===== config.mk =====
export PLATFORM = sky130hd
export DESIGN_NAME = rcc_sequencer_flat
export DESIGN_NICKNAME = d
export VERILOG_FILES = /design/src/source/rcc_pkg.sv /design/src/source/rcc_seq_if.sv /design/src/source/rcc_sequencer.sv /design/src/flat_wrapper.sv
export VERILOG_INCLUDE_DIRS = /design/src /design/src/source
export SDC_FILE = /design/constraint.sdc
export NUM_CORES = 1
export LEC_CHECK = 0
export BUFFER_PORTS_ARGS = -buffer_cell sky130_fd_sc_hd__clkbuf_2
export CORE_AREA = 4 4 71 57
export CTS_CLUSTER_DIAMETER = 40
export DETAILED_ROUTE_END_ITERATION = 8
export DIE_AREA = 0 0 75 61
export GPL_ROUTABILITY_DRIVEN = 0
export PLACE_DENSITY_LB_ADDON = 0.1
export RECOVER_POWER = 50
export SYNTH_ARGS = -nofsm -noshare
export SYNTH_HDL_FRONTEND = slang
export SYNTH_SLANG_ARGS = --single-unit
export TNS_END_PERCENT = 1

===== constraint.sdc =====
create_clock -name rcg_ctrl_rf_clk -period 3.2 [get_ports rcg_ctrl_rf_clk]
set_clock_uncertainty 0.1 [all_clocks]
set_input_delay 0.16 -clock rcg_ctrl_rf_clk [delete_from_list [all_inputs] [get_ports rcg_ctrl_rf_clk]]
set_output_delay 0.16 -clock rcg_ctrl_rf_clk [all_outputs]
set_load 0.03 [all_outputs]

===== src/source/rcc_config.svh =====
// RCC sequencer configuration
// Phase lengths and word widths shared by the design and its checks

`ifndef RCC_CONFIG_SVH
`define RCC_CONFIG_SVH

// ------------------------------
// Phase lengths
// ------------------------------
// Last SYNC_RST count value, phase is one longer
`define RCC_SYNC_RST_PERIOD 31
// Last CLK_DIS count with reset held and clock off
`define RCC_CLK_DIS_PERIOD 31
// CLK_DIS cycles with reset released
`define RCC_CLK_DIS_RELEASE 40

// ------------------------------
// Widths
// ------------------------------
`define RCC_CNT_W 8
`define RCC_STATUS_W 6
`define RCC_CMD_W 3

`endif


===== src/source/rcc_pkg.sv =====
// RCC shared types
// Mode encoding and status word layout

package rcc_pkg;

  // Target mode and sequencer state share one encoding
  typedef enum logic [1:0]
  {
    DISABLE  = 2'b00,
    SYNC_RST = 2'b01,
    CLK_DIS  = 2'b10,
    ENABLE   = 2'b11
  } rcc_mode_e;

  // Status word, MSB first
  typedef struct packed
  {
    logic      cg_en;
    logic      rst_n;
    rcc_mode_e target;
    rcc_mode_e state;
  } rcc_status_t;

endpackage


===== src/source/rcc_seq_if.sv =====
// RCC sequencer to output stage link
// Carries FSM state and the raw reset, clock gate and disable controls

`timescale 1ns/1ns

interface rcc_seq_if
  import rcc_pkg::*;
();

  // Current FSM state
  rcc_mode_e state;
  // Module reset, active low
  logic      mod_rst_n;
  // Clock gate enable before force
  logic      mod_cg_enable;
  // Module disabled flag
  logic      mod_disable;

  modport seq
  (
    output state,
    output mod_rst_n,
    output mod_cg_enable,
    output mod_disable
  );

  modport out
  (
    input state,
    input mod_rst_n,
    input mod_cg_enable,
    input mod_disable
  );

endinterface


===== src/source/rcc_sequencer.sv =====
// RCC mode sequencer
// Walks the module through reset and clock gate phases toward the target
// mode, negotiating a req/ack disable before leaving ENABLE

`timescale 1ns/1ns

`include "rcc_config.svh"

module rcc_sequencer
  import rcc_pkg::*;
(
  input  logic      rcg_ctrl_rf_clk,
  input  logic      rcc_async_reset_n,
  input  rcc_mode_e target,
  input  logic      hw_rst,
  input  logic      clk_en_force,
  input  logic      disable_ack,
  output logic      disable_req,
  rcc_seq_if.seq    seq
);

  localparam logic [`RCC_CNT_W-1:0] SYNC_LAST = `RCC_SYNC_RST_PERIOD;
  localparam logic [`RCC_CNT_W-1:0] DIS_LAST  = `RCC_CLK_DIS_PERIOD;
  localparam logic [`RCC_CNT_W-1:0] REL_LAST  = `RCC_CLK_DIS_PERIOD + `RCC_CLK_DIS_RELEASE;

  rcc_mode_e             state_q, state_d;
  logic                  rst_n_q, rst_n_d;
  logic                  cg_q, cg_d;
  logic                  dis_q, dis_d;
  logic                  req_d;
  logic [`RCC_CNT_W-1:0] sync_cnt_q, sync_cnt_d;
  logic [`RCC_CNT_W-1:0] dis_cnt_q, dis_cnt_d;
  logic                  ack_s1;
  logic                  ack_sync;

  // ------------------------------
  // Ack synchronizer
  // ------------------------------
  always_ff @(posedge rcg_ctrl_rf_clk or negedge rcc_async_reset_n)
  begin
    if (!rcc_async_reset_n)
    begin
      ack_s1   <= 1'b0;
      ack_sync <= 1'b0;
    end
    else
    begin
      ack_s1   <= disable_ack;
      ack_sync <= ack_s1;
    end
  end

  // ------------------------------
  // Next state logic
  // ------------------------------
  always_comb
  begin
    // Hold everything by default
    state_d    = state_q;
    rst_n_d    = rst_n_q;
    cg_d       = cg_q;
    dis_d      = dis_q;
    req_d      = disable_req;
    sync_cnt_d = sync_cnt_q;
    dis_cnt_d  = dis_cnt_q;
    case (state_q)
      DISABLE:
      begin
        sync_cnt_d = '0;
        dis_cnt_d  = '0;
        rst_n_d    = 1'b0;
        cg_d       = 1'b0;
        if (target != DISABLE)
        begin
          state_d = SYNC_RST;
          cg_d    = 1'b1;
        end
      end
      SYNC_RST:
      begin
        // Clock on, reset held
        rst_n_d = 1'b0;
        cg_d    = 1'b1;
        if (target != SYNC_RST)
        begin
          if (sync_cnt_q < SYNC_LAST)
            sync_cnt_d = sync_cnt_q + 1'b1;
          else if (target == DISABLE)
          begin
            state_d    = DISABLE;
            cg_d       = 1'b0;
            sync_cnt_d = '0;
          end
          else
          begin
            // ENABLE goes through CLK_DIS too
            state_d    = CLK_DIS;
            cg_d       = 1'b0;
            sync_cnt_d = '0;
            dis_cnt_d  = '0;
          end
        end
      end
      CLK_DIS:
      begin
        cg_d = 1'b0;
        if (dis_cnt_q < DIS_LAST)
        begin
          rst_n_d   = 1'b0;
          dis_cnt_d = dis_cnt_q + 1'b1;
        end
        else if (dis_cnt_q < REL_LAST)
        begin
          // Reset released, clock still off
          rst_n_d   = 1'b1;
          dis_cnt_d = dis_cnt_q + 1'b1;
        end
        else
        begin
          rst_n_d = 1'b1;
          if (target != CLK_DIS)
            state_d = ENABLE;
        end
      end
      ENABLE:
      begin
        if (disable_req)
        begin
          // Back-pressure: wait here until ack seen
          if (ack_sync)
          begin
            req_d = 1'b0;
            dis_d = 1'b1;
            if (target == CLK_DIS)
            begin
              state_d = CLK_DIS;
              cg_d    = 1'b0;
              rst_n_d = 1'b1;
            end
            else
            begin
              state_d    = SYNC_RST;
              cg_d       = 1'b1;
              rst_n_d    = 1'b0;
              sync_cnt_d = '0;
            end
          end
        end
        else if (target != ENABLE)
        begin
          // New request only once the previous ack is gone
          if (!ack_sync)
            req_d = 1'b1;
        end
        else
        begin
          cg_d    = 1'b1;
          rst_n_d = 1'b1;
          dis_d   = 1'b0;
        end
      end
      default:
      begin
        state_d = DISABLE;
      end
    endcase
  end

  // ------------------------------
  // State registers
  // ------------------------------
  always_ff @(posedge rcg_ctrl_rf_clk or negedge rcc_async_reset_n)
  begin
    if (!rcc_async_reset_n)
    begin
      state_q     <= DISABLE;
      rst_n_q     <= 1'b0;
      cg_q        <= 1'b0;
      dis_q       <= 1'b1;
      disable_req <= 1'b0;
      sync_cnt_q  <= '0;
      dis_cnt_q   <= '0;
    end
    else if (hw_rst)
    begin
      // Hardware request restarts the reset phase
      state_q     <= SYNC_RST;
      rst_n_q     <= 1'b0;
      cg_q        <= 1'b1;
      dis_q       <= 1'b1;
      disable_req <= 1'b0;
      sync_cnt_q  <= '0;
      dis_cnt_q   <= '0;
    end
    else
    begin
      state_q     <= state_d;
      rst_n_q     <= rst_n_d;
      cg_q        <= cg_d;
      dis_q       <= dis_d & ~clk_en_force;
      disable_req <= req_d;
      sync_cnt_q  <= sync_cnt_d;
      dis_cnt_q   <= dis_cnt_d;
    end
  end

  assign seq.state         = state_q;
  assign seq.mod_rst_n     = rst_n_q;
  assign seq.mod_cg_enable = cg_q;
  assign seq.mod_disable   = dis_q;

endmodule


===== src/flat_wrapper.sv =====
// flat-port wrapper written by rule: the top's interface ports become plain ports
module rcc_sequencer_flat import rcc_pkg::*;
  (rcg_ctrl_rf_clk, rcc_async_reset_n, target, hw_rst, clk_en_force, disable_ack, disable_req, seq_state, seq_mod_rst_n, seq_mod_cg_enable, seq_mod_disable);
  rcc_seq_if seq_i ();
  input  logic rcg_ctrl_rf_clk;
  input  logic rcc_async_reset_n;
  input  rcc_mode_e target;
  input  logic hw_rst;
  input  logic clk_en_force;
  input  logic disable_ack;
  output logic disable_req;
  output wire logic [$bits(seq_i.state)-1:0] seq_state;
  output wire logic [$bits(seq_i.mod_rst_n)-1:0] seq_mod_rst_n;
  output wire logic [$bits(seq_i.mod_cg_enable)-1:0] seq_mod_cg_enable;
  output wire logic [$bits(seq_i.mod_disable)-1:0] seq_mod_disable;
  assign seq_state = seq_i.state;
  assign seq_mod_rst_n = seq_i.mod_rst_n;
  assign seq_mod_cg_enable = seq_i.mod_cg_enable;
  assign seq_mod_disable = seq_i.mod_disable;
  rcc_sequencer u_core (.rcg_ctrl_rf_clk(rcg_ctrl_rf_clk), .rcc_async_reset_n(rcc_async_reset_n), .target(target), .hw_rst(hw_rst), .clk_en_force(clk_en_force), .disable_ack(disable_ack), .disable_req(disable_req), .seq(seq_i));
endmodule

==> out/metrics.yaml <==
outcome: "finished, final reports clean"
nets: 173
antenna_found_initial: 0
cts.sinks: 24
drive_gt1_share_pct: 15.1
hold_viol: 0
cp-end-kind: "flip-flop"
drtPass1Iterations: 5
min_period_over_period_pct: 82.9
criticalPathCategory: "reg -> reg"
dp_cells: 192
worstMarginPinSlew_ns: 1.30
insertion_delay_ns: 0.26
slew_headroom_pct: 13.5
synth-seq-area-share_pct: 43.9
max_freq_mhz: 377
final_area_sq_mm: 0.00154
overflow: 0
final_cell_mix: "23 x dfrtp_1, 13 x nand2_1, 12 x a21oi_1, 10 x clkbuf_2"
nFillCells: 302
path_cells: "inv_1, ha_1, or2b_1, o32ai_1, a211oi_1, mux2_2"
rsz0062_at_grt: "no"
synth_edf_count: 0
ys_ff_latch: 24
wl_per_cell_um: 14.5
grt_pass1_wl_um: 5180
drv_slew: 0
grt.total_usage_pct: 15.0
cts_max_path_buffers: 2
synth_top_area_share_pct: 42.0
startpoint: "u_core.seq.state[1]"
cts-resized-gates: 0
drtAntennaViolNets: 0
min_path_type: "in -> reg"
r2r-start: "u_core.seq.state[1]"
r2r-end: "u_core.sync_cnt_q[5]"
r2r_setup_slack_ns: 0.55
stdcell_count: 199
syn-cell-area_sq_mm: 0.00137
rows: 18
worstRegToRegCells: 6
numPortBuffers: 12
first_global_vias: 1117
hpwl_um: 2140
core_sq_mm: 0.00327
drc: 0
max-cap-violations: 0
start_kind: "flip-flop"
syn_area_per_cell_sq_um: 9.59
layout_commonest_cell: "dfrtp_1"
layout_setup_ws_ns: 0.546
synth.distinct_cells: 46
post-cts-setup-buffer-count: 0
root_buffer: "clkbuf_8"
syn_nets: 156
ys.flop_type: "dfrtp_1"
vdd_drop_max_mv: 0.295
synth_warnings: 0
area_growth_pct: 12.6
tns_ns: 0
cts_tree: "yes"
leakagePower_uw: 0.000684
cts-buffers-inserted: 3
synth_largest_area_cell: "dfrtp_1"
placedInstanceArea_sq_mm: 0.00146
die_h_um: 61
powerDensity_mw_per_mm2: 658
path_max_fanout: 12
cts.clk_slew.worst_paths_ns: 0.08
die_w_um: 75
synth_area_leaders: "dfrtp_1 42%, ha_1 5.5%, a21oi_1 4.4%"
required_ns: 3.26
setup_viol: 0
routed_wirelength_um: 2890
h-tree-depth: 1
p_total_uw: 1020
slowest_stage: "a211oi_1"
dieArea_sq_mm: 0.00458
worstSetupEndpoint: "u_core.sync_cnt_q[5]"
syn_inst: 143
route.vias.total: 1129
grt_max_degree: 25
ioPinCount: 13
start_util_pct: 42.0
synthArstFlopShare_pct: 100
antenna_cells: 0
cp.arrival_ns: 2.71
period_needed_ns: 2.65
drt_iter0_markers: 104
avgViaCountPerCell: 5.67
post-place-ws_ns: 0.572
slowest_delay_ns: 0.95
[synth_stat cells, types with 2 or more instances]
library cell	n
dfrtp_1	23
and2_1	2
nand4_1	2
nand3_1	5
a211oi_1	3
mux2i_1	2
nand2_1	13
o2bb2ai_1	2
or3_1	2
nor3_1	2
nor2_1	8
nor3b_1	2
o21bai_1	2
and3_1	2
nand2b_1	4
inv_1	9
a21o_1	2
a21oi_1	12
o21ai_0	9
a41oi_1	3
ha_1	6
o211ai_1	4
[cell type report]
cell class	count	area [sq um]	area share (%)
clock buffer	4	55.1	3.57
inverter	9	33.8	2.19
multi-input combinational	107	716	46.4
sequential	24	602	39.0
tap	40	50.0	3.24
timing repair buffer	15	87.6	5.67
[what timing repair did]
action | 4_1_cts | 5_1_grt
setup endpoints to repair | 0 | 0
hold buffers | 3 | 0
hold endpoints to repair | 25 | 0
[metal layers]
layer	GRT usage (%)	part of all wire (%)	up-vias
met5	0	0	-
met4	4.31	0.80	0
met3	4.80	5.8	2
met2	20.2	38	31
met1	22.6	55	538
li1	-	-	558
[worst min path at each step]
stage	startpoint	endpoint	slack (ns)	cells past startpoint
2_1_floorplan	rcc_async_reset_n	u_core.ack_s1	-0.24	0
6_report	hw_rst	u_core.disable_req	0.11	2
4_1_cts	hw_rst	u_core.disable_req	0.09	2
3_5_place_dp	rcc_async_reset_n	u_core.sync_cnt_q[4]	0.11	1
5_1_grt	hw_rst	u_core.disable_req	0.09	2
3_3_place_gp	rcc_async_reset_n	u_core.dis_cnt_q[4]	0.1	1
[worst max-delay path, delay by kind of cell, from the launching register on]
family | cells | cell delay, ns
compound gates | 2 | 1.05
flops | 1 | 0.42
mux | 1 | 0.42
fa+ha+maj | 1 | 0.26
simple gates | 1 | 0.19
buf+inv | 1 | 0.11
[through the flow]
| step | utilization, % | hold WS [ns] |
|---|---|---|
| global placement | 44.8 | 0.0978 |
| global route | 47.3 | 0.0902 |
| finish | 47.3 | 0.106 |
| floorplan | - | -0.236 |
| detailed placement | 44.8 | 0.109 |
| CTS | 47.4 | 0.0861 |
[sequential cells by signal (all words and copies together) (netlist names)]
signal	count
u_core.sync_cnt_q	8
u_core.seq.mod_cg_enable	1
u_core.seq.mod_rst_n	1
u_core.ack_sync	1
u_core.ack_s1	1
u_core.dis_cnt_q	8
u_core.seq.state	2
u_core.seq.mod_disable	1
u_core.disable_req	1
[kinds of logic after synthesis]
logic type	after synthesis	share of synthesized area, %
AO/OA/AOI/OAI	46	22.8
AND/OR/NAND/NOR	51	21.0
multiplexers	3	2.28
adder cells (fa/ha/maj)	6	5.47
buffers and inverters	12	3.92
XOR/XNOR	1	0.639
flip-flops	24	43.9
[power breakdown]
group	internal, uW	switching, uW
logic	149	275
registers	342	44.0
clock network	110	96.8
No activity file was read; power rests on OpenSTA's default activity.
